<file path="src/hw/axi_rd_macros.svh">
`ifndef AXI_RD_MACROS_SVH
`define AXI_RD_MACROS_SVH

// Bus widths
`define AXI_RD_ADDR_W 32
`define AXI_RD_DATA_W 32
`define AXI_RD_XFER_W 20

// Bytes carried by one data beat
`define AXI_RD_DW_BYTES 4
`define AXI_RD_LOG_DW_BYTES 2

// A burst may not cross 4 KB and may not exceed 256 beats
`define AXI_RD_BURST_LEN \
  (((4096 / `AXI_RD_DW_BYTES) < 256) ? (4096 / `AXI_RD_DW_BYTES) : 256)
`define AXI_RD_LOG_BURST_LEN 8
`define AXI_RD_BURST_BYTES (`AXI_RD_BURST_LEN * `AXI_RD_DW_BYTES)

// Beat count and burst count widths derived from the byte count width
`define AXI_RD_TOTAL_LEN_W (`AXI_RD_XFER_W - `AXI_RD_LOG_DW_BYTES)
`define AXI_RD_BURST_CNT_W (`AXI_RD_TOTAL_LEN_W - `AXI_RD_LOG_BURST_LEN)

// Outstanding burst limit and its counter width
`define AXI_RD_MAX_OUTSTANDING 4
`define AXI_RD_VACANCY_W ($clog2(`AXI_RD_MAX_OUTSTANDING + 1))

// Data FIFO holds every outstanding burst, power of two
`define AXI_RD_FIFO_DEPTH \
  (2 ** ($clog2(`AXI_RD_BURST_LEN * `AXI_RD_MAX_OUTSTANDING)))

`endif
</file>
<file path="src/hw/axi_rd_pkg.sv">
`default_nettype none

`include "axi_rd_macros.svh"

package axi_rd_pkg;

  ////////////////////////////////////////////////////////////////////////////
  // Bus and request types
  ////////////////////////////////////////////////////////////////////////////

  // Byte address on the AR channel
  typedef logic [`AXI_RD_ADDR_W-1:0] addr_t;

  // One data word on R and on the stream
  typedef logic [`AXI_RD_DATA_W-1:0] data_t;

  // Request size in bytes
  typedef logic [`AXI_RD_XFER_W-1:0] xfer_size_t;

  // AXI burst length, beats minus one
  typedef logic [7:0] arlen_t;

  // Bursts still to go, also minus one
  typedef logic [`AXI_RD_BURST_CNT_W-1:0] burst_cnt_t;

  // Free outstanding burst slots
  typedef logic [`AXI_RD_VACANCY_W-1:0] vacancy_t;

  ////////////////////////////////////////////////////////////////////////////
  // Address issuer FSM
  ////////////////////////////////////////////////////////////////////////////

  typedef enum logic [1:0] {
    AR_IDLE  = 2'd0,  // Nothing to issue
    AR_ISSUE = 2'd1,  // arvalid high, waiting on arready
    AR_GAP   = 2'd2   // Between bursts or stalled on the slot limit
  } ar_state_e;

endpackage

`default_nettype wire

</file>
<file path="src/hw/ar_issuer.sv">
`default_nettype none

`include "axi_rd_macros.svh"

// Read address channel driver with outstanding burst limit
module ar_issuer (
  input  logic                   aclk,
  input  logic                   areset,
  input  logic                   launch,
  input  axi_rd_pkg::addr_t      base_addr,
  input  axi_rd_pkg::burst_cnt_t num_bursts,
  input  axi_rd_pkg::arlen_t     final_len,
  input  logic                   m_axi_arready,
  input  logic                   m_axis_tvalid,
  input  logic                   m_axis_tready,
  input  logic                   m_axis_tlast,
  output logic                   m_axi_arvalid,
  output axi_rd_pkg::addr_t      m_axi_araddr,
  output axi_rd_pkg::arlen_t     m_axi_arlen
);

  import axi_rd_pkg::*;

  localparam arlen_t   full_len     = arlen_t'(`AXI_RD_BURST_LEN - 1);
  localparam vacancy_t vacancy_init = vacancy_t'(`AXI_RD_MAX_OUTSTANDING);

  ar_state_e state;
  ar_state_e state_next;
  logic      arxfer;
  logic      slot_freed;
  logic      last_burst;
  vacancy_t  vacancy;
  addr_t     addr_r;

  // AR handshake and a burst fully drained from the stream
  assign arxfer     = m_axi_arvalid && m_axi_arready;
  assign slot_freed = m_axis_tvalid && m_axis_tready && m_axis_tlast;

  ////////////////////////////////////////////////////////////////////////////
  // Counters
  ////////////////////////////////////////////////////////////////////////////

  // Bursts to go, zero marks the last one
  burst_counter #(
    .width      (`AXI_RD_BURST_CNT_W),
    .init_value ('0)
  ) u_bursts_to_go (
    .aclk       (aclk),
    .areset     (areset),
    .load       (launch),
    .load_value (num_bursts),
    .incr       (1'b0),
    .decr       (arxfer),
    .count      (),
    .is_zero    (last_burst)
  );

  // Free slots, taken per AR transfer and returned per tlast beat
  burst_counter #(
    .width      (`AXI_RD_VACANCY_W),
    .init_value (vacancy_init)
  ) u_vacancy (
    .aclk       (aclk),
    .areset     (areset),
    .load       (1'b0),
    .load_value ('0),
    .incr       (slot_freed),
    .decr       (arxfer),
    .count      (vacancy),
    .is_zero    ()
  );

  ////////////////////////////////////////////////////////////////////////////
  // Issue FSM
  ////////////////////////////////////////////////////////////////////////////

  always_comb begin
    state_next = state;
    case (state)
      AR_IDLE: begin
        // A request always has at least one burst
        if (launch) begin
          state_next = (vacancy != '0) ? AR_ISSUE : AR_GAP;
        end
      end
      AR_ISSUE: begin
        if (arxfer) begin
          state_next = last_burst ? AR_IDLE : AR_GAP;
        end
      end
      AR_GAP: begin
        // Wait here for a free slot
        if (vacancy != '0) begin
          state_next = AR_ISSUE;
        end
      end
      default: state_next = AR_IDLE;
    endcase
  end

  always_ff @(posedge aclk) begin
    if (areset) begin
      state <= AR_IDLE;
    end else begin
      state <= state_next;
    end
  end

  assign m_axi_arvalid = (state == AR_ISSUE);

  // Address steps one full burst per transfer
  always_ff @(posedge aclk) begin
    if (launch) begin
      addr_r <= base_addr;
    end else if (arxfer) begin
      addr_r <= addr_r + addr_t'(`AXI_RD_BURST_BYTES);
    end
  end

  assign m_axi_araddr = addr_r;

  // Only the last burst is short
  assign m_axi_arlen  = last_burst ? final_len : full_len;

endmodule

`default_nettype wire

</file>
<file path="src/hw/burst_counter.sv">
`default_nettype none

// Loadable up/down counter with a zero flag
module burst_counter #(
  parameter int width = 8,
  parameter logic [width-1:0] init_value = '0
) (
  input  logic             aclk,
  input  logic             areset,
  input  logic             load,
  input  logic [width-1:0] load_value,
  input  logic             incr,
  input  logic             decr,
  output logic [width-1:0] count,
  output logic             is_zero
);

  // Load wins over counting
  // Incr and decr together cancel out
  always_ff @(posedge aclk) begin
    if (areset) begin
      count <= init_value;
    end else if (load) begin
      count <= load_value;
    end else if (incr && !decr) begin
      count <= count + 1'b1;
    end else if (decr && !incr) begin
      count <= count - 1'b1;
    end
  end

  // Zero flag straight from the count
  assign is_zero = (count == '0);

endmodule

`default_nettype wire

</file>
<file path="config.mk">
export PLATFORM = sky130hd
export DESIGN_NAME = ar_issuer
export DESIGN_NICKNAME = d
export VERILOG_FILES = /design/src/hw/axi_rd_pkg.sv /design/src/hw/ar_issuer.sv /design/src/hw/burst_counter.sv
export VERILOG_INCLUDE_DIRS = /design/src /design/src/hw
export SDC_FILE = /design/constraint.sdc
export NUM_CORES = 1
export LEC_CHECK = 0
export ABC_AREA = 0
export BUFFER_PORTS_ARGS = -buffer_cell sky130_fd_sc_hd__buf_2
export CAP_MARGIN = 5
export CORE_ASPECT_RATIO = 0.5
export CORE_MARGIN = 2
export CORE_UTILIZATION = 35
export DETAILED_ROUTE_END_ITERATION = 8
export PLACE_DENSITY = 0.74
export SYNTH_ARGS = -nofsm -noshare
export SYNTH_HDL_FRONTEND = slang
export SYNTH_SLANG_ARGS = --single-unit
</file>
<file path="constraint.sdc">
create_clock -name aclk -period 2.3 [get_ports aclk]
set_clock_uncertainty 0.05 [all_clocks]
set_input_delay 0.345 -clock aclk [delete_from_list [all_inputs] [get_ports aclk]]
set_output_delay 0.345 -clock aclk [all_outputs]
set_load 0.005 [all_outputs]
</file>
==> flow_metrics.tcl <==
set metrics [dict create \
    mappedNetlistArea_um2 2550 \
    status "completed" \
    yosys.area.top_type_share_pct 37.7 \
    worst_slack_ns 0.125 \
    fin_area_um2 3380 \
    antenna_found_initial 0 \
    clk_path_buf_depth 2 \
    via_per_inst 4.94 \
    crit_required_ns 1.90 \
    n_fill_cell 651 \
    top_layer_used "met4" \
    grt_max_degree 43 \
    nets 427 \
    antennaDiodeCount 0 \
    reg2reg_depth 8 \
    synth_nets 323 \
    finalMaxSlewViolations 0 \
    cts.sinks 47 \
    vias 2267 \
    worstReg2RegStart "state[1]" \
    switching_share_pct 25.0 \
    fp.dieW_um 125 \
    dpl_cell_area_um2 3200 \
    utilization_pct 49.3 \
    clk_pin_slew_worst_paths_ns 0.07 \
    synth_top_cell_by_area "edfxtp_1" \
    cp_slowest_stage_delay_ns 0.42 \
    ant_nets 0 \
    hold_violations 0 \
    finalHoldWorstSlack_ns 0.264 \
    cellLeakagePower_nw 1.36 \
    hold_end "u_bursts_to_go.count[2]" \
    synthCells 262 \
    cts-htree-levels 2 \
    gp_congestion 0.805 \
    dpl_worst_slack_ns 0.0228 \
    yosys_warnings 0 \
    ys_top_cells_by_area "edfxtp_1, dfxtp_1, xnor2_1" \
    worstSetupStartpointType "flip-flop" \
    slew_headroom_pct 72.5 \
    wl_met3_um 270 \
    first_pass_iters 4 \
    grt_setup_unrepaired "no" \
    met2WireLength_mm 2.67 \
    p_comb_share_pct 17.4 \
    final_layout_size_suffix_gt1_share_pct 36.8 \
    power.clock.fraction_pct 35.0 \
    cap_violations 0 \
    grt_remaining_overflow 0 \
    wl_mm 5.72 \
    post_drt_wl_per_cell_um 12.5 \
    core_area_um2 6860 \
    slowest_stage "nor4_1" \
    first_global_vias 2082 \
    p_per_area_nw_per_um2 669 \
    drt_iter0_drc 147 \
    rows 21 \
    fmax_ghz 0.460 \
    ys_types 44 \
    hold_start "num_bursts[2]" \
    ys_ff_latch 47 \
    grtUsageTotal_pct 14.5 \
    fin_crit_ns 2.17 \
    cts_buffers 5 \
    syn_to_final_growth_pct 32.6 \
    cts_tree "built" \
    fin_crit_sh_pct 94.5 \
    start_util_pct 37.2 \
    end_kind "output pin" \
    async_flop_share_pct 0 \
    holdBufCountCts 0 \
    reg2reg_to "u_vacancy.count[2]" \
    hpwl_mm 4.37 \
    worstPathCellList "nor4_1 > nand4b_1 > buf_4 > or2_2 > buf_2" \
    tightest_slew_ns 0.411 \
    synth-seq-area-share_pct 49.4 \
    r2r_slack_ns 0.14 \
    io_pins 98 \
    synth_most_common_cell "edfxtp_1" \
    synth_common_cells "edfxtp_1, nand2_1, nor2_1" \
    grt_pass1_wl_mm 9.52 \
    p_total_mw 2.26 \
    synth_ff_type "edfxtp_1" \
    met1_length_mm 2.74 \
    synth_edf_count 32 \
    setup_viol 0 \
    syn_area_per_cell_um2 9.74 \
    tns_ns 0 \
    cp_max_fo 9 \
    hold_depth 3 \
    power.net_switching_uw 567 \
    hp-class "input pin to flip-flop" \
    clockRootBuffer "clkbuf_16" \
    criticalPathCategory "flip-flop to output pin" \
    die_area_um2 8030 \
    ir_drop_mv 0.308 \
    pwr-share-seq_pct 47.5 \
    p_int_mw 1.70 \
    drc_errors 0 \
    die_h_um 64.4 \
    crit_arrival_ns 1.78 \
    final_cells 459 \
    clock_latency_ns 0.28 \
    placed_cells 450 \
    portBuffers 97 \
]
-- repair_timing --
item	4_1_cts	5_1_grt
cloned	0	0
buffers inserted	1	0
resized for setup	0	1
setup endpoints to repair	6	1
pin swaps	1	0
-- worst max-delay path: cells and delay by family, from the launching register on --
kind / cells / cell delay (ns)
flops: 1 / 0.35
buf+inv: 2 / 0.31
simple gates: 3 / 0.83
-- power by group through the flow --
stage          logic, mW  registers [mW]  clock network [mW]
2_1_floorplan      0.212            1.09                   0
6_report           0.395            1.08               0.793
3_5_place_dp       0.397            1.09                   0
4_1_cts            0.400            1.08               0.818
3_3_place_gp       0.390            1.09                   0
5_1_grt            0.445            1.09               0.848
-- kinds of logic after synthesis --
group | synth area share [%]
and+or+nand+nor | 25.5
DFF | 49.4
buffers and inverters | 3.43
adders and majority gates | 2.26
AOI/OAI and AO/OA | 9.51
xor gates and xnor gates | 8.24
muxes | 1.62
-- routing by layer --
layer / global-route usage, % / vias to the layer above
li1: - / 1151
met1: 18.5 / 1058
met2: 25.2 / 56
met3: 3.35 / 2
met4: 3.37 / 0
met5: 0 / -
-- layout by cell type (no fill, tap or decap), types with 6 or more instances in the layout --
master and instances:
or2_2 8, inv_1 9, buf_4 12, nor2_1 21, o21ai_0 18, nand2_1 27
clkbuf_16 6, nand4_1 9, edfxtp_1 32, nor4_1 7, nor3_1 10, nand3_1 8
a211oi_1 7, xnor2_1 14, and2_1 10, dfxtp_1 14, buf_2 97, xor2_1 10
-- worst max path at each step --
| stage | start | end | depth (start not counted) |
|---|---|---|---|
| after floorplan | m_axi_arready | u_vacancy.count[2] | 9 |
| after global placement | m_axi_arready | u_vacancy.count[2] | 9 |
| after detailed placement | m_axi_arready | u_vacancy.count[2] | 9 |
| after CTS | state[1] | u_vacancy.count[2] | 8 |
| after global routing | state[0] | u_vacancy.count[2] | 8 |
| final | u_bursts_to_go.count[5] | m_axi_arlen[6] | 5 |
-- sequential cells by signal, indices dropped and copies added, names as in the netlist --
signal	cells
state	2
u_bursts_to_go.count	10
m_axi_araddr	32
u_vacancy.count	3
-- cell type report --
type,instances,area (um^2),share of cell area (%)
clock inverters,1,5.00,0.148
inverters,10,37.5,1.11
flip-flops and latches,47,1260,37.3
repair buffers,110,596,17.6
multi-input cells,192,1200,35.6
clock buffers,7,164,4.85
well taps,92,115,3.40
(Power assumes the default switching activity.)
