==> config.mk <==
export PLATFORM = sky130hd
export DESIGN_NAME = r_completion
export DESIGN_NICKNAME = d
export VERILOG_FILES = /design/src/hw/axi_rd_pkg.sv /design/src/hw/r_completion.sv /design/src/hw/burst_counter.sv
export VERILOG_INCLUDE_DIRS = /design/src /design/src/hw
export SDC_FILE = /design/constraint.sdc
export NUM_CORES = 1
export LEC_CHECK = 0
export ABC_AREA = 1
export BUFFER_PORTS_ARGS = -buffer_cell sky130_fd_sc_hd__clkbuf_2
export CAP_MARGIN = 20
export CORE_MARGIN = 1
export CORE_UTILIZATION = 54
export CTS_BUF_LIST = sky130_fd_sc_hd__clkbuf_8
export DETAILED_ROUTE_END_ITERATION = 12
export PLACE_DENSITY = 0.77
export SYNTH_ARGS = -nofsm -noshare
export SYNTH_HDL_FRONTEND = slang
export SYNTH_HIERARCHICAL = 1
export SYNTH_SLANG_ARGS = --single-unit
==> constraint.sdc <==
create_clock -name aclk -period 2 [get_ports aclk]
set_input_delay 0.3 -clock aclk [delete_from_list [all_inputs] [get_ports aclk]]
set_output_delay 0.3 -clock aclk [all_outputs]
set_load 0.005 [all_outputs]
==> src/hw/axi_rd_macros.svh <==
`ifndef AXI_RD_MACROS_SVH
`define AXI_RD_MACROS_SVH

// Bus widths
`define AXI_RD_ADDR_W 32
`define AXI_RD_DATA_W 32
`define AXI_RD_XFER_W 20

// Bytes carried by one data beat
`define AXI_RD_DW_BYTES 4
`define AXI_RD_LOG_DW_BYTES 2

// A burst may not cross 4 KB and may not exceed 256 beats
`define AXI_RD_BURST_LEN \
  (((4096 / `AXI_RD_DW_BYTES) < 256) ? (4096 / `AXI_RD_DW_BYTES) : 256)
`define AXI_RD_LOG_BURST_LEN 8
`define AXI_RD_BURST_BYTES (`AXI_RD_BURST_LEN * `AXI_RD_DW_BYTES)

// Beat count and burst count widths derived from the byte count width
`define AXI_RD_TOTAL_LEN_W (`AXI_RD_XFER_W - `AXI_RD_LOG_DW_BYTES)
`define AXI_RD_BURST_CNT_W (`AXI_RD_TOTAL_LEN_W - `AXI_RD_LOG_BURST_LEN)

// Outstanding burst limit and its counter width
`define AXI_RD_MAX_OUTSTANDING 4
`define AXI_RD_VACANCY_W ($clog2(`AXI_RD_MAX_OUTSTANDING + 1))

// Data FIFO holds every outstanding burst, power of two
`define AXI_RD_FIFO_DEPTH \
  (2 ** ($clog2(`AXI_RD_BURST_LEN * `AXI_RD_MAX_OUTSTANDING)))

`endif
==> src/hw/axi_rd_pkg.sv <==
`default_nettype none

`include "axi_rd_macros.svh"

package axi_rd_pkg;

  ////////////////////////////////////////////////////////////////////////////
  // Bus and request types
  ////////////////////////////////////////////////////////////////////////////

  // Byte address on the AR channel
  typedef logic [`AXI_RD_ADDR_W-1:0] addr_t;

  // One data word on R and on the stream
  typedef logic [`AXI_RD_DATA_W-1:0] data_t;

  // Request size in bytes
  typedef logic [`AXI_RD_XFER_W-1:0] xfer_size_t;

  // AXI burst length, beats minus one
  typedef logic [7:0] arlen_t;

  // Bursts still to go, also minus one
  typedef logic [`AXI_RD_BURST_CNT_W-1:0] burst_cnt_t;

  // Free outstanding burst slots
  typedef logic [`AXI_RD_VACANCY_W-1:0] vacancy_t;

  ////////////////////////////////////////////////////////////////////////////
  // Address issuer FSM
  ////////////////////////////////////////////////////////////////////////////

  typedef enum logic [1:0] {
    AR_IDLE  = 2'd0,  // Nothing to issue
    AR_ISSUE = 2'd1,  // arvalid high, waiting on arready
    AR_GAP   = 2'd2   // Between bursts or stalled on the slot limit
  } ar_state_e;

endpackage

`default_nettype wire

==> src/hw/r_completion.sv <==
`default_nettype none

`include "axi_rd_macros.svh"

// R burst tracking and done pulse
module r_completion (
  input  logic                   aclk,
  input  logic                   areset,
  input  logic                   launch,
  input  logic                   m_axi_rvalid,
  input  logic                   m_axi_rlast,
  input  axi_rd_pkg::burst_cnt_t num_bursts,
  output logic                   ctrl_done
);

  logic rlast_beat;
  logic final_burst;

  // rready is tied high, so every rvalid cycle is a beat
  assign rlast_beat = m_axi_rvalid && m_axi_rlast;

  ////////////////////////////////////////////////////////////////////////////
  // Bursts still to complete
  ////////////////////////////////////////////////////////////////////////////

  // Same count as the issuer, walked down by rlast
  burst_counter #(
    .width      (`AXI_RD_BURST_CNT_W),
    .init_value ('0)
  ) u_r_bursts (
    .aclk       (aclk),
    .areset     (areset),
    .load       (launch),
    .load_value (num_bursts),
    .incr       (1'b0),
    .decr       (rlast_beat),
    .count      (),
    .is_zero    (final_burst)
  );

  // One cycle pulse after the last beat of the last burst
  // FIFO may still hold data at this point
  always_ff @(posedge aclk) begin
    if (areset) begin
      ctrl_done <= 1'b0;
    end else begin
      ctrl_done <= rlast_beat && final_burst;
    end
  end

endmodule

`default_nettype wire

==> src/hw/burst_counter.sv <==
`default_nettype none

// Loadable up/down counter with a zero flag
module burst_counter #(
  parameter int width = 8,
  parameter logic [width-1:0] init_value = '0
) (
  input  logic             aclk,
  input  logic             areset,
  input  logic             load,
  input  logic [width-1:0] load_value,
  input  logic             incr,
  input  logic             decr,
  output logic [width-1:0] count,
  output logic             is_zero
);

  // Load wins over counting
  // Incr and decr together cancel out
  always_ff @(posedge aclk) begin
    if (areset) begin
      count <= init_value;
    end else if (load) begin
      count <= load_value;
    end else if (incr && !decr) begin
      count <= count + 1'b1;
    end else if (decr && !incr) begin
      count <= count - 1'b1;
    end
  end

  // Zero flag straight from the count
  assign is_zero = (count == '0);

endmodule

`default_nettype wire

==> flow_summary.yaml, run 1 <==
timing:
  hold_viol_final: 0
  drv_slew: 0
  clock-skew-final_ns: 0.00106
  setup_tns_ns: 0
  fmax_mhz: 578
  post-route-min-period_ns: 1.73
  fin_crit_sh_pct: 86.5
  rsz0062_at_grt: "no"
  setup_violations: 0
critical_path:
  worst_setup_path_end_kind: "register"
  crit_type: "reg -> reg"
  cp_common_cell: "nand2_1"
  crit_arrival_ns: 1.90
  startpoint_type: "register"
  crit_slowest_cell: "fa_1"
  crit_chain: "inv_1, fa_1, o21ai_2, nand2_1, nand2_1, nand2_1, nand3_1, nand2_1, a21oi_1"
  cp_max_fo: 7
  worstSetupStartpoint: "u_r_bursts/count[0]"
  slowest_delay_ns: 0.47
  path_buf_inv: 1
  crit_required_ns: 2.17
  r2r-start: "u_r_bursts/count[0]"
  rrSetupSlack_ns: 0.27
  path_delay_family: "adder cells"
  r2r-end: "u_r_bursts/count[6]"
  reg2reg_depth: 9
global_route:
  antenna_found_initial: 0
  overflow: 0
  grt_pass1_vias: 884
  grt_pass1_wl_um: 3530
  track_usage_pct: 24.6
  grt_max_degree: 18
hold_path:
  hold_path.class: "in -> reg"
  hold_depth: 3
  hold_path_end: "ctrl_done"
  hp-start: "m_axi_rlast"
pwr:
  p_clk_share_pct: 26.3
  power_density_nw_per_um2: 735
  power.leakage_nw: 0.627
  p_seq_share_pct: 32.6
  p_sw_share_pct: 38.1
  p_int_mw: 0.514
  share_comb_of_total_power_pct: 41.1
  ir_drop_uv: 509
  power.switching_mw: 0.316
  power_mw: 0.831
route:
  vias: 996
  detail-route-antenna-nets: 0
  wl_met1_um: 1130
  top_layer_used: "met4"
  drt_iter0_markers: 18
  viasPerCell: 4.88
  drcViolationCount: 0
  wl_met3_um: 65
  firstDrtPassIters: 4
  wire_per_inst_um: 10.7
  route.met2.wl_um: 968
  drt-total-wl_um: 2190
clocking:
  cts_root_buf: "clkbuf_8"
  clk_path_buf_depth: 2
  hold_buffers: 0
  clk_pin_slew_worst_paths_ns: 0.05
  cts_tree: "yes"
  cts_buffers: 3
  cts_max_level: 1
  post_cts_buffers: 0
  clk_latency_ns: 0.24
  ctsResizeCount: 0
  cts.sinks: 11
yosys:
  synth_cell_types: 25
  seq_area_frac_synth_pct: 22.3
  synth-edff-count: 0
  netlist_instances: 161
  syn-cell-area_sq_um: 987
  ys_async_sr_fraction_pct: 0
  ys.flop_type: "dfxtp_1"
  syn_avg_cell_area_sq_um: 6.13
  synth-seq-cells: 11
  yosys_warnings: 6
floorplanning:
  die_h_um: 44.8
  die_x_um: 44.8
  start_util_pct: 57.2
  core_region_area_sq_um: 1730
  die-area_sq_um: 2000
  boundaryPins: 16
  core.rowCount: 15
placement:
  place_hpwl_um: 1740
  portBuffers: 15
  gp_congestion: 0.801
run:
  maxCapViolations: 0
final_layout:
  final_cell_mix: "nand2_1 (48), inv_1 (26), clkbuf_2 (15), a21oi_1 (12), nand3_1 (12)"
  layout_commonest_cell: "nand2_1"
  layout-drive-gt1-share_pct: 15.6
  nNetsFinal: 204
  fin_util_pct: 65.4
  n_antenna_cell: 0
  fillers: 187
  area_growth_syn_to_layout_pct: 14.4
status:
  status: "completed"
[state kept, by name, summed over array words and instances, names as in the netlist]
name and cells:
ctrl_done 1, u_r_bursts/count 10
[how the worst max path moves through the flow]
stage / cells after the start / end / slack, ns
2_1_floorplan: 9 / u_r_bursts/count[8] / 0.44
3_3_place_gp: 8 / u_r_bursts/count[8] / 0.35
3_5_place_dp: 9 / u_r_bursts/count[8] / 0.27
4_1_cts: 9 / u_r_bursts/count[8] / 0.27
5_1_grt: 9 / u_r_bursts/count[8] / 0.13
6_report: 9 / u_r_bursts/count[6] / 0.27
[power by group through the flow]
stage / Sequential [mW] / Combinational (mW) / Clock, mW
finish: 0.271 / 0.341 / 0.219
global route: 0.272 / 0.387 / 0.238
CTS: 0.269 / 0.339 / 0.224
detailed placement: 0.274 / 0.336 / 0
global placement: 0.273 / 0.329 / 0
floorplan: 0.265 / 0.271 / 0
[cells by family after synthesis]
logic type / share of synthesized area, %
and+or+nand+nor: 33.6
AOI/OAI and AO/OA: 17.7
buffers and inverters: 11.2
DFF: 22.3
adders and majority gates: 12.2
xor gates and xnor gates: 2.66
other: 0.380
[worst reg2reg max path: stages (launching register included)]
cell and delay (ns):
dfxtp_1 0.44, inv_1 0.09, fa_1 0.47, o21ai_2 0.21, nand2_1 0.09, nand2_1 0.07
nand2_1 0.05, nand3_1 0.06, nand2_1 0.06, a21oi_1 0.12
[synthesized netlist by cell type (all sizes together) (2+ instances only)]
| master | instances | share of area (%) |
|---|---|---|
| nor4 | 2 | 1.3 |
| inv | 26 | 9.9 |
| o21ai | 13 | 7.0 |
| xor2 | 3 | 2.7 |
| nand2 | 51 | 20 |
| ha | 8 | 10 |
| nor2 | 10 | 4.3 |
| nand3 | 12 | 6.1 |
| a21oi | 15 | 8.7 |
| a31oi | 2 | 1.3 |
| buf | 2 | 1.3 |
| dfxtp | 11 | 22 |
[metal layers]
| metal | vias to the layer above | global-route usage, % |
|---|---|---|
| met4 | 0 | 15.2 |
| met5 | - | 0 |
| met2 | 23 | 39.7 |
| met1 | 413 | 31.0 |
| li1 | 556 | - |
| met3 | 4 | 3.60 |
[stage by stage]
step	hold WS [ns]	worst slack (ns)	area, sq um	std cells
finish	0.292	0.270	1130	204
global route	0.313	0.129	1130	204
CTS	0.296	0.265	1130	204
detailed placement	0.510	0.273	1080	200
global placement	0.500	0.349	1080	200
floorplan	0.362	0.440	991	162
[cell type report]
| cell class | instances | area, sq um | area share [%] |
|---|---|---|---|
| inverters | 26 | 97.6 | 8.64 |
| clock inverters | 1 | 3.75 | 0.332 |
| multi-input cells | 123 | 661 | 58.5 |
| flip-flops and latches | 11 | 220 | 19.5 |
| repair buffers | 15 | 75.1 | 6.64 |
| clock buffers | 3 | 41.3 | 3.65 |
| well taps | 25 | 31.3 | 2.77 |
Power figures use the tool's default switching activity.
==> run 2, diff against run 1 <==
- GPL_TIMING_DRIVEN: not set -> 0
==> flow_summary.yaml, run 2 (same netlist as run 1, synthesis figures left out) <==
route:
  detail-route-antenna-nets: 0
  drt_iter0_markers: 20
  viasPerCell: 4.99
  drcViolationCount: 0
  firstDrtPassIters: 4
  drt-total-wl_um: 2220
  wire_per_inst_um: 10.8
  vias: 1027
clocking:
  clk_pin_slew_worst_paths_ns: 0.05
  cts_max_level: 1
  clk_path_buf_depth: 2
  cts_root_buf: "clkbuf_8"
  cts.sinks: 11
  ctsResizeCount: 0
  hold_buffers: 0
  cts_tree: "yes"
  cts_buffers: 3
  clk_latency_ns: 0.23
  post_cts_buffers: 0
placement:
  gp_congestion: 0.824
  portBuffers: 15
  place_hpwl_um: 1820
  placed_cells: 202
final_layout:
  largest_reg_flops: 10
  final_cell_mix: "nand2_1 (48), inv_1 (26), clkbuf_2 (15), a21oi_1 (12), nand3_1 (12)"
  fillers: 170
  fin_cells: 206
  multi_input_area_sq_um: 661
  top_register: "u_r_bursts/count"
  nNetsFinal: 206
  layout-drive-gt1-share_pct: 16.6
  top_regs: "u_r_bursts/count x10, ctrl_done x1"
  layout_commonest_cell: "nand2_1"
  area_growth_syn_to_layout_pct: 15.7
  n_antenna_cell: 0
  seqCellArea_sq_um: 220
critical_path:
  crit_slowest_cell: "fa_1"
  path_delay_family: "adder cells"
  startpoint_type: "register"
  cp_num_cells: 9
  crit_arrival_ns: 1.98
  reg2reg_depth: 9
  crit_chain: "inv_1, fa_1, o21ai_2, nand2_1, nand2_1, nand2_1, nand3_1, nand2_1, a21oi_2"
  r2r-end: "u_r_bursts/count[8]"
  worst_setup_path_end_kind: "register"
  rrSetupSlack_ns: 0.18
  cp_max_fo: 7
  path_buf_inv: 1
  cp_common_cell: "nand2_1"
  crit_type: "reg -> reg"
  r2r-start: "u_r_bursts/count[0]"
  crit_required_ns: 2.17
  slowest_delay_ns: 0.48
  worstSetupStartpoint: "u_r_bursts/count[0]"
  setup.worst_path.end: "u_r_bursts/count[8]"
pwr:
  ir_drop_uv: 669
  power_density_nw_per_um2: 724
  power.leakage_nw: 0.636
status:
  status: "completed"
global_route:
  overflow: 0
  grt_pass1_vias: 946
  grt_pass1_wl_um: 3780
  grt_max_degree: 12
  antenna_found_initial: 0
  track_usage_pct: 25.0
timing:
  setup_tns_ns: 0
  fin_crit_sh_pct: 90.9
  fmax_mhz: 550
  drv_slew: 0
  clock-skew-final_ns: 0.00258
  hold-worst-slack_ns: 0.298
  post-route-min-period_ns: 1.82
  setup_violations: 0
  hold_viol_final: 0
  rsz0062_at_grt: "no"
run:
  maxCapViolations: 0
floorplanning:
  boundaryPins: 16
  die_h_um: 44.8
  die_x_um: 44.8
  die-area_sq_um: 2000
  core_region_area_sq_um: 1730
  start_util_pct: 57.2
  core.rowCount: 15
hold_path:
  hold_path.class: "in -> reg"
## run 2: cell count changes in the layout (fill, tap and decap cells not counted)
| cell | delta |
|---|---|
| buf_4 | +1 |
| buf_2 | +1 |
## run 2: metrics by stage
step                      instance area, sq um  util (%)  setup slack [ns]  power, mW
after floorplan                            991         -             0.440      0.536
after global placement                    1100      63.6             0.257      0.599
after global routing                      1140      66.2            0.0654      0.893
final                                     1140      66.2             0.183      0.827
after CTS                                 1140      66.2             0.205      0.825
after detailed placement                  1100      63.6             0.209      0.614
## run 2: where the power goes
| part | leakage (nW) | switching, mW | internal [mW] |
|---|---|---|---|
| combinational | 0.517 | 0.209 | 0.138 |
| clock | 0.0269 | 0.0741 | 0.134 |
| sequential | 0.0913 | 0.0264 | 0.245 |
## run 2: layout make-up
type	count	share of cell area, %
Buffer	2	1.10
Clock inverter	1	0.329
Tap cell	25	2.74
Multi-Input combinational cell	123	57.8
Timing Repair Buffer	15	6.57
Clock buffer	3	3.61
Sequential cell	11	19.3
Inverter	26	8.54
## run 2: worst min path at each step
| stage | from | cells after the start | slack, ns | endpoint |
|---|---|---|---|---|
| after CTS | m_axi_rlast | 3 | 0.29 | ctrl_done |
| after global placement | u_r_bursts/count[7] | 2 | 0.49 | u_r_bursts/count[7] |
| after floorplan | areset | 1 | 0.36 | u_r_bursts/count[8] |
| after detailed placement | u_r_bursts/count[6] | 2 | 0.50 | u_r_bursts/count[6] |
| final | m_axi_rlast | 3 | 0.30 | ctrl_done |
| after global routing | m_axi_rlast | 3 | 0.31 | ctrl_done |
## run 2: metal layers
layer,vias up,global-route usage [%],wire [um]
met2,15,42.9,1030
met5,-,0,0
met4,0,7.27,23
met1,449,33.6,1120
met3,4,2.00,47
li1,559,-,-
## run 2: tightest hold or removal path, cell delays in order
cell      delay [ns]
clkbuf_2        0.08
nand2_1         0.06
nor2_1          0.05
