--- config.mk ---
export PLATFORM = sky130hd
export DESIGN_NAME = xfer_request
export DESIGN_NICKNAME = d
export VERILOG_FILES = /design/src/hw/axi_rd_pkg.sv /design/src/hw/xfer_request.sv
export VERILOG_INCLUDE_DIRS = /design/src /design/src/hw
export SDC_FILE = /design/constraint.sdc
export NUM_CORES = 1
export LEC_CHECK = 0
export ABC_AREA = 1
export BUFFER_PORTS_ARGS = -buffer_cell sky130_fd_sc_hd__buf_2
export CORE_MARGIN = 5
export CORE_UTILIZATION = 45
export CTS_BUF_LIST = sky130_fd_sc_hd__clkbuf_4
export DETAILED_ROUTE_END_ITERATION = 10
export HOLD_SLACK_MARGIN = 0.05
export MAX_ROUTING_LAYER = met4
export PLACE_DENSITY = 0.87
export SLEW_MARGIN = 30
export SYNTH_ARGS = -nofsm -noshare
export SYNTH_HDL_FRONTEND = slang
export SYNTH_SLANG_ARGS = --single-unit
export TNS_END_PERCENT = 100
--- constraint.sdc ---
create_clock -name aclk -period 1.2 [get_ports aclk]
set_input_delay 0.06 -clock aclk [delete_from_list [all_inputs] [get_ports aclk]]
set_output_delay 0.06 -clock aclk [all_outputs]
set_load 0.005 [all_outputs]
--- src/hw/axi_rd_macros.svh ---
`ifndef AXI_RD_MACROS_SVH
`define AXI_RD_MACROS_SVH

// Bus widths
`define AXI_RD_ADDR_W 32
`define AXI_RD_DATA_W 32
`define AXI_RD_XFER_W 20

// Bytes carried by one data beat
`define AXI_RD_DW_BYTES 4
`define AXI_RD_LOG_DW_BYTES 2

// A burst may not cross 4 KB and may not exceed 256 beats
`define AXI_RD_BURST_LEN \
  (((4096 / `AXI_RD_DW_BYTES) < 256) ? (4096 / `AXI_RD_DW_BYTES) : 256)
`define AXI_RD_LOG_BURST_LEN 8
`define AXI_RD_BURST_BYTES (`AXI_RD_BURST_LEN * `AXI_RD_DW_BYTES)

// Beat count and burst count widths derived from the byte count width
`define AXI_RD_TOTAL_LEN_W (`AXI_RD_XFER_W - `AXI_RD_LOG_DW_BYTES)
`define AXI_RD_BURST_CNT_W (`AXI_RD_TOTAL_LEN_W - `AXI_RD_LOG_BURST_LEN)

// Outstanding burst limit and its counter width
`define AXI_RD_MAX_OUTSTANDING 4
`define AXI_RD_VACANCY_W ($clog2(`AXI_RD_MAX_OUTSTANDING + 1))

// Data FIFO holds every outstanding burst, power of two
`define AXI_RD_FIFO_DEPTH \
  (2 ** ($clog2(`AXI_RD_BURST_LEN * `AXI_RD_MAX_OUTSTANDING)))

`endif
--- src/hw/axi_rd_pkg.sv ---
`default_nettype none

`include "axi_rd_macros.svh"

package axi_rd_pkg;

  ////////////////////////////////////////////////////////////////////////////
  // Bus and request types
  ////////////////////////////////////////////////////////////////////////////

  // Byte address on the AR channel
  typedef logic [`AXI_RD_ADDR_W-1:0] addr_t;

  // One data word on R and on the stream
  typedef logic [`AXI_RD_DATA_W-1:0] data_t;

  // Request size in bytes
  typedef logic [`AXI_RD_XFER_W-1:0] xfer_size_t;

  // AXI burst length, beats minus one
  typedef logic [7:0] arlen_t;

  // Bursts still to go, also minus one
  typedef logic [`AXI_RD_BURST_CNT_W-1:0] burst_cnt_t;

  // Free outstanding burst slots
  typedef logic [`AXI_RD_VACANCY_W-1:0] vacancy_t;

  ////////////////////////////////////////////////////////////////////////////
  // Address issuer FSM
  ////////////////////////////////////////////////////////////////////////////

  typedef enum logic [1:0] {
    AR_IDLE  = 2'd0,  // Nothing to issue
    AR_ISSUE = 2'd1,  // arvalid high, waiting on arready
    AR_GAP   = 2'd2   // Between bursts or stalled on the slot limit
  } ar_state_e;

endpackage

`default_nettype wire

--- src/hw/xfer_request.sv ---
`default_nettype none

`include "axi_rd_macros.svh"

// Request capture and split into bursts
module xfer_request (
  input  logic                   aclk,
  input  logic                   areset,
  input  logic                   ctrl_start,
  input  axi_rd_pkg::addr_t      ctrl_addr_offset,
  input  axi_rd_pkg::xfer_size_t ctrl_xfer_size_in_bytes,
  output logic                   launch,
  output axi_rd_pkg::addr_t      base_addr,
  output axi_rd_pkg::burst_cnt_t num_bursts,
  output axi_rd_pkg::arlen_t     final_len
);

  import axi_rd_pkg::*;

  // Low address bits inside one full burst
  localparam addr_t burst_mask = addr_t'(`AXI_RD_BURST_BYTES - 1);

  logic                                start_d1;
  logic [`AXI_RD_TOTAL_LEN_W-1:0]      size_words;
  logic [`AXI_RD_LOG_DW_BYTES-1:0]     size_rem;
  logic [`AXI_RD_TOTAL_LEN_W-1:0]      total_len_r;

  ////////////////////////////////////////////////////////////////////////////
  // Size rounding and address alignment
  ////////////////////////////////////////////////////////////////////////////

  // Whole words and leftover bytes of the request
  assign size_words = ctrl_xfer_size_in_bytes[`AXI_RD_XFER_W-1:`AXI_RD_LOG_DW_BYTES];
  assign size_rem   = ctrl_xfer_size_in_bytes[`AXI_RD_LOG_DW_BYTES-1:0];

  // Beats minus one, a partial word counts as a full beat
  always_ff @(posedge aclk) begin
    if (ctrl_start) begin
      total_len_r <= (size_rem != '0) ? size_words : size_words - 1'b1;
      // Start on a burst boundary so no burst crosses 4 KB
      base_addr   <= ctrl_addr_offset & ~burst_mask;
    end
  end

  ////////////////////////////////////////////////////////////////////////////
  // Launch timing
  ////////////////////////////////////////////////////////////////////////////

  // Two stages give the size registers time to settle
  always_ff @(posedge aclk) begin
    if (areset) begin
      start_d1 <= 1'b0;
      launch   <= 1'b0;
    end else begin
      start_d1 <= ctrl_start;
      launch   <= start_d1;
    end
  end

  // Upper beat bits count the extra bursts beyond the first
  assign num_bursts = total_len_r[`AXI_RD_TOTAL_LEN_W-1:`AXI_RD_LOG_BURST_LEN];

  // Lower beat bits give the length of the final burst
  assign final_len  = total_len_r[`AXI_RD_LOG_BURST_LEN-1:0];

endmodule

`default_nettype wire

==> results of run 1 <==
==> repair_timing <==
item                      CTS  global route
hold endpoints to repair   34             1
buffers inserted            0             0
hold buffers               33             1
==> state kept, by name (all words and copies together), names as in the netlist <==
name	flops
total_len_r	18
launch	1
start_d1	1
base_addr	22
==> power by group through the flow <==
stage	clock (mW)	sequential, mW	combinational [mW]
2_1_floorplan	0	1.81	0.107
3_3_place_gp	0	1.79	0.342
3_5_place_dp	0	1.79	0.363
4_1_cts	0.899	1.76	0.454
5_1_grt	0.998	1.78	0.507
6_report	0.924	1.77	0.468
==> cells by family (layout without fill, tap and decap cells) <==
family / count (synthesis) / count (layout)
adder cells (fa/ha/maj): 1 / 1
flip-flops: 42 / 42
AO/OA/AOI/OAI: 2 / 2
AND/OR/NAND/NOR: 72 / 72
other: 1 / 10
buffers and inverters: 31 / 152
XOR/XNOR: 8 / 8
==> worst max-delay path, cell delays in order <==
cell and delay, ps:
dlygate4sd3_1 530, buf_2 140, nor2_1 90, nand2_1 60, nor2_1 160, nand4_1 110, nand2_1 80, inv_1 40
==> synth_stat cells <==
cell      number  area share [%]
inv_1         20             4.1
nor2_8         1             1.1
nand2_1       35             7.2
nand4_1        4             1.4
nand3b_1       2            0.82
nor2_2         2            0.68
dfxtp_1        2             2.2
nor2_4         1            0.62
o21ai_1        1            0.27
xnor2_1        1            0.48
conb_1         1            0.20
xor2_1         7             3.3
ha_1           1            0.68
nand3_1        8             2.2
nand2_2        1            0.34
nand2_4        1            0.62
inv_2          1            0.20
edfxtp_1      40              66
nor3_1         2            0.55
nor2_1        15             3.1
buf_4         10             4.1
o21ai_0        1            0.27
==> cell type report <==
type                    instances  area share (%)
multi-input cells              93           17.14
repair buffers                123           29.52
clock buffers                   5           1.371
flip-flops and latches         42           45.34
inverters                      21           2.879
clock inverters                 3           1.463
well taps                      50           2.285
==> layer usage <==
| metal | wire, um | GRT usage, % | up-vias |
|---|---|---|---|
| li1 | - | - | 754 |
| met1 | 2079 | 24.03 | 745 |
| met2 | 2916 | 39.76 | 119 |
| met3 | 694 | 6.156 | 16 |
| met4 | 176 | 7.847 | 0 |
| met5 | 0 | - | - |
==> how the worst max path moves through the flow <==
stage	start	endpoint	slack, ps	cells after the start
final	ctrl_xfer_size_in_bytes[18]	total_len_r[17]$_DFFE_PP_	70	8
after global routing	ctrl_xfer_size_in_bytes[18]	total_len_r[17]$_DFFE_PP_	20	8
after CTS	ctrl_xfer_size_in_bytes[18]	total_len_r[17]$_DFFE_PP_	70	8
after detailed placement	ctrl_xfer_size_in_bytes[2]	total_len_r[12]$_DFFE_PP_	-120	8
after global placement	ctrl_xfer_size_in_bytes[2]	total_len_r[16]$_DFFE_PP_	-30	8
after floorplan	ctrl_xfer_size_in_bytes[2]	total_len_r[16]$_DFFE_PP_	140	7
==> metrics by stage <==
step | worst slack [ps] | util (%)
after floorplan | 137.7 | -
after global placement | -28.30 | 58.41
after detailed placement | -118.4 | 58.41
after CTS | 69.13 | 68.68
after global routing | 20.36 | 68.94
final | 67.62 | 68.94
==> results.yml, run 1 <==
status:
  status: "complete, no violations"
detailed_routing:
  num_vias: 1634
  via_per_inst: 4.849
  drt-total-wl_um: 5867
  antenna_left: 0
  drt_iter0_drc: 129
  drc: 0
  wire_per_inst_um: 17.41
  first_pass_iters: 4
power_and_ir_drop:
  p_sw_mw: 0.7638
  p_int_mw: 2.398
  power_frac_comb_pct: 14.8
  p_seq_share_pct: 56.0
  finalPower_mw: 3.161
  swShare_pct: 24.16
  leakagePower_nw: 1.309
  peakVddDrop_v: 0.0004708
  p_clk_share_pct: 29.2
  p_per_area_nw_per_um2: 1155
clocking:
  tritoncts: "yes"
  root_buffer: "clkbuf_4"
  clockBufferDepth: 2
  htree_levels: 2
  cts_buffers: 5
  cts_resized: 0
  clock-sinks: 42
  clkLatencyLatePin_ps: 370
  clk_pin_slew_ps: 110
placed_design:
  place_inst: 295
  numPortBuffers: 85
  dp_hpwl_um: 3648
  place.gp.congestion: 0.9474
  placed_cell_area_um2: 2320
floorplanning:
  dieArea_um2: 5443
  chipWidth_um: 73.78
  pin_count: 106
  initial_core_util_pct: 46.09
  die_h_um: 73.78
  rows: 23
  core_um2: 3971
hold_path:
  hold_depth: 2
  hold_start: "ctrl_xfer_size_in_bytes[8]"
  hold_path.class: "input port to flop"
  hold_end: "total_len_r[6]$_DFFE_PP_"
sta:
  fin_setup_tns_ps: 0
  rsz0062_at_grt: "no"
  maxSlewViolCount: 0
  hold_violations: 0
  clock.fmax_mhz: 883.1
  finalClockSkew_ps: 0.3752
  fin_crit_sh_pct: 94.36
  finalSetupViolCount: 0
  hold_ws_ps: 61.39
  period_minus_slack_ps: 1132
layout:
  multi_input_area_um2: 469.2
  drive_above_1_share_pct: 36.24
  fin_area_um2: 2738
  nets: 342
  stdcell_count: 337
  seq_area_um2: 1241
  final_common_cell: "buf_2"
  fillers: 255
  n_antenna_cell: 0
  mostFrequentLayoutCells: "buf_2 (85), edfxtp_1 (40), nand2_1 (35)"
  area_growth_pct: 49.56
worst_setup_path:
  crit_type: "input port to flop"
  reg2regPathDepth: 2
  worstReg2RegEnd: "launch$_SDFF_PP0_"
  worstReg2RegStart: "start_d1$_SDFF_PP0_"
  worst-path-max-fanout: 3
  cp-start-kind: "input port"
  worstSetupEndpointType: "flop"
  arrival_ps: 1260
  required_ps: 1330
  rrSetupSlack_ps: 630
yosys:
  synth_warnings: 0
  ys_seq_area_share_pct: 67.81
  synth_compound_area_share_pct: 0.5468
  avgSynthCellArea_um2: 11.66
  ys_ff_latch: 42
  synthCells: 157
  mappedNetlistArea_um2: 1831
  synth_fa_ha_area_share_pct: 0.6835
  synth-simple-area-share_pct: 18.52
  synth_top_family_by_area: "simple AND/OR/NAND/NOR gates"
  synth_cell_types: 22
  synth-xor-area-share_pct: 3.828
  synthMuxAreaShare_pct: 0
grt:
  grt_use_total_pct: 22.51
  antenna_found_initial: 0
  grt_overflow: 0
  grt_pass1_wl_um: 8376
  grt_start_max_net_pins: 42
  grt_pass1_vias: 1607
run:
  max_cap_viol_count: 0
No activity file was read; power rests on OpenSTA's default activity.
==> run 2: changes to the inputs <==
CELL_PAD_IN_SITES_DETAIL_PLACEMENT = 1   (was not set)
CELL_PAD_IN_SITES_GLOBAL_PLACEMENT = 2   (was not set)
CORE_UTILIZATION = 26   (was 45)
PLACE_DENSITY = 0.86   (was 0.87)
==> results.yml, run 2 (synthesis results as in run 1) <==
worst_setup_path:
  worst-path-max-fanout: 3
  required_ps: 1310
  worst-path-buf-inv: 3
  critPathSlowestCell: "dlygate4sd3_1"
  cp-start-kind: "input port"
  arrival_ps: 1190
  crit_chain: "dlygate4sd3_1 > buf_2 > nor2_1 > nand2_1 > nor2_2 > nand4_1 > nand2_1 > inv_1"
  cp_common_cell: "nand2_1"
  crit_type: "input port to flop"
  critical_path.top_delay_family: "buffers and inverters"
  worstSetupEndpointType: "flop"
  slowest_delay_ps: 530
clocking:
  htree_levels: 2
  postCtsSetupRepairBufs: 0
  clock-sinks: 42
  clockBufferDepth: 2
  tritoncts: "yes"
  clk_pin_slew_ps: 120
  cts_buffers: 5
  root_buffer: "clkbuf_4"
  clkLatencyLatePin_ps: 330
layout:
  multi_input_area_um2: 471.7
  fin_area_um2: 2845
  post-route-util_pct: 41.65
  reg.largest.list: "base_addr x22, total_len_r x18"
  drive_above_1_share_pct: 37.46
  area_growth_pct: 55.43
  largest_reg_flops: 22
  fillers: 805
  seq_area_um2: 1241
  mostFrequentLayoutCells: "buf_2 (85), edfxtp_1 (40), nand2_1 (35)"
  final_common_cell: "buf_2"
  n_antenna_cell: 0
  nets: 346
  stdcell_count: 387
  regMostFlops: "base_addr"
power_and_ir_drop:
  peakVddDrop_v: 0.0003821
  p_clk_share_pct: 29.0
  leakagePower_nw: 1.330
  p_per_area_nw_per_um2: 1101
  p_seq_share_pct: 56.1
  power_frac_comb_pct: 14.9
  p_sw_mw: 0.6946
  p_int_mw: 2.437
  swShare_pct: 22.18
detailed_routing:
  num_vias: 1562
  antenna_left: 0
  drc: 0
  wire_per_inst_um: 13.68
  first_pass_iters: 4
  drt-total-wl_um: 5296
  via_per_inst: 4.036
  drt_iter0_drc: 12
sta:
  finalWorstSetupSlack_ps: 126.5
  fin_setup_tns_ps: 0
  finalClockSkew_ps: 1.659
  rsz0062_at_grt: "no"
  finalSetupViolCount: 0
  hold_violations: 0
  period_minus_slack_ps: 1074
  clock.fmax_mhz: 931.5
  fin_crit_sh_pct: 89.46
  maxSlewViolCount: 0
floorplanning:
  pin_count: 106
  die_h_um: 93.91
  chipWidth_um: 93.91
  dieArea_um2: 8818
  initial_core_util_pct: 26.79
  core_um2: 6832
  rows: 30
placed_design:
  dp_hpwl_um: 3800
  post-place-ws_ps: -71.54
  place.gp.congestion: 0.7723
  numPortBuffers: 85
  placed_cell_area_um2: 2420
  place_inst: 345
status:
  status: "complete, no violations"
run:
  max_cap_viol_count: 0
grt:
  grt_use_total_pct: 12.47
  grt_pass1_wl_um: 8245
  antenna_found_initial: 0
  grt_start_max_net_pins: 23
  grt_overflow: 0
  grt_pass1_vias: 1713
hold_path:
  hold_path.class: "input port to flop"
## run 2: cell type report
class | instances | share of cell area (%)
Inverter | 21 | 2.770
Clock buffer | 6 | 1.583
Multi-Input combinational cell | 93 | 16.58
Clock inverter | 2 | 1.319
Tap cell | 96 | 4.222
Timing Repair Buffer | 127 | 29.90
Sequential cell | 42 | 43.62
## run 2: what timing repair did
action	CTS	global route
endpoints found under the hold margin	33	5
endpoints found under the setup margin	0	1
resized for setup	0	1
hold buffers	32	2
## run 2: per-layer routing
| layer | track usage, % | share of wire (%) | routed length (um) | vias up |
|---|---|---|---|---|
| li1 | - | - | - | 760 |
| met1 | 11.74 | 36 | 1898 | 728 |
| met2 | 23.89 | 53 | 2833 | 68 |
| met3 | 3.526 | 9.1 | 482 | 6 |
| met4 | 4.452 | 1.5 | 82 | 0 |
| met5 | - | 0 | 0 | - |
## run 2: path summary, 6_finish.rpt
check | from | to | slack [ps] | depth (start not counted)
worst min-delay path | ctrl_xfer_size_in_bytes[10] | total_len_r[8]$_DFFE_PP_ | 70 | 2
worst min register to register | start_d1$_SDFF_PP0_ | launch$_SDFF_PP0_ | 460 | 2
worst max-delay path | ctrl_xfer_size_in_bytes[18] | total_len_r[17]$_DFFE_PP_ | 130 | 8
worst max register to register | start_d1$_SDFF_PP0_ | launch$_SDFF_PP0_ | 660 | 2
## run 2: worst reg2reg max path, stage by stage, from the launching register on
cell and delay [ps]:
dfxtp_1 340, inv_1 50, nor2_1 90
## run 2: per-stage QoR
stage	hold WS (ps)	power (mW)
2_1_floorplan	131.2	1.917
3_3_place_gp	232.6	2.148
3_5_place_dp	239.6	2.168
4_1_cts	53.39	3.165
5_1_grt	59.51	3.294
6_report	70.00	3.132
## run 2: power groups by stage
stage	sequential (mW)	combinational, mW	clock [mW]
floorplan	1.81	0.107	0
finish	1.76	0.466	0.907
detailed placement	1.79	0.377	0
global route	1.77	0.514	1.01
CTS	1.76	0.461	0.947
global placement	1.78	0.363	0
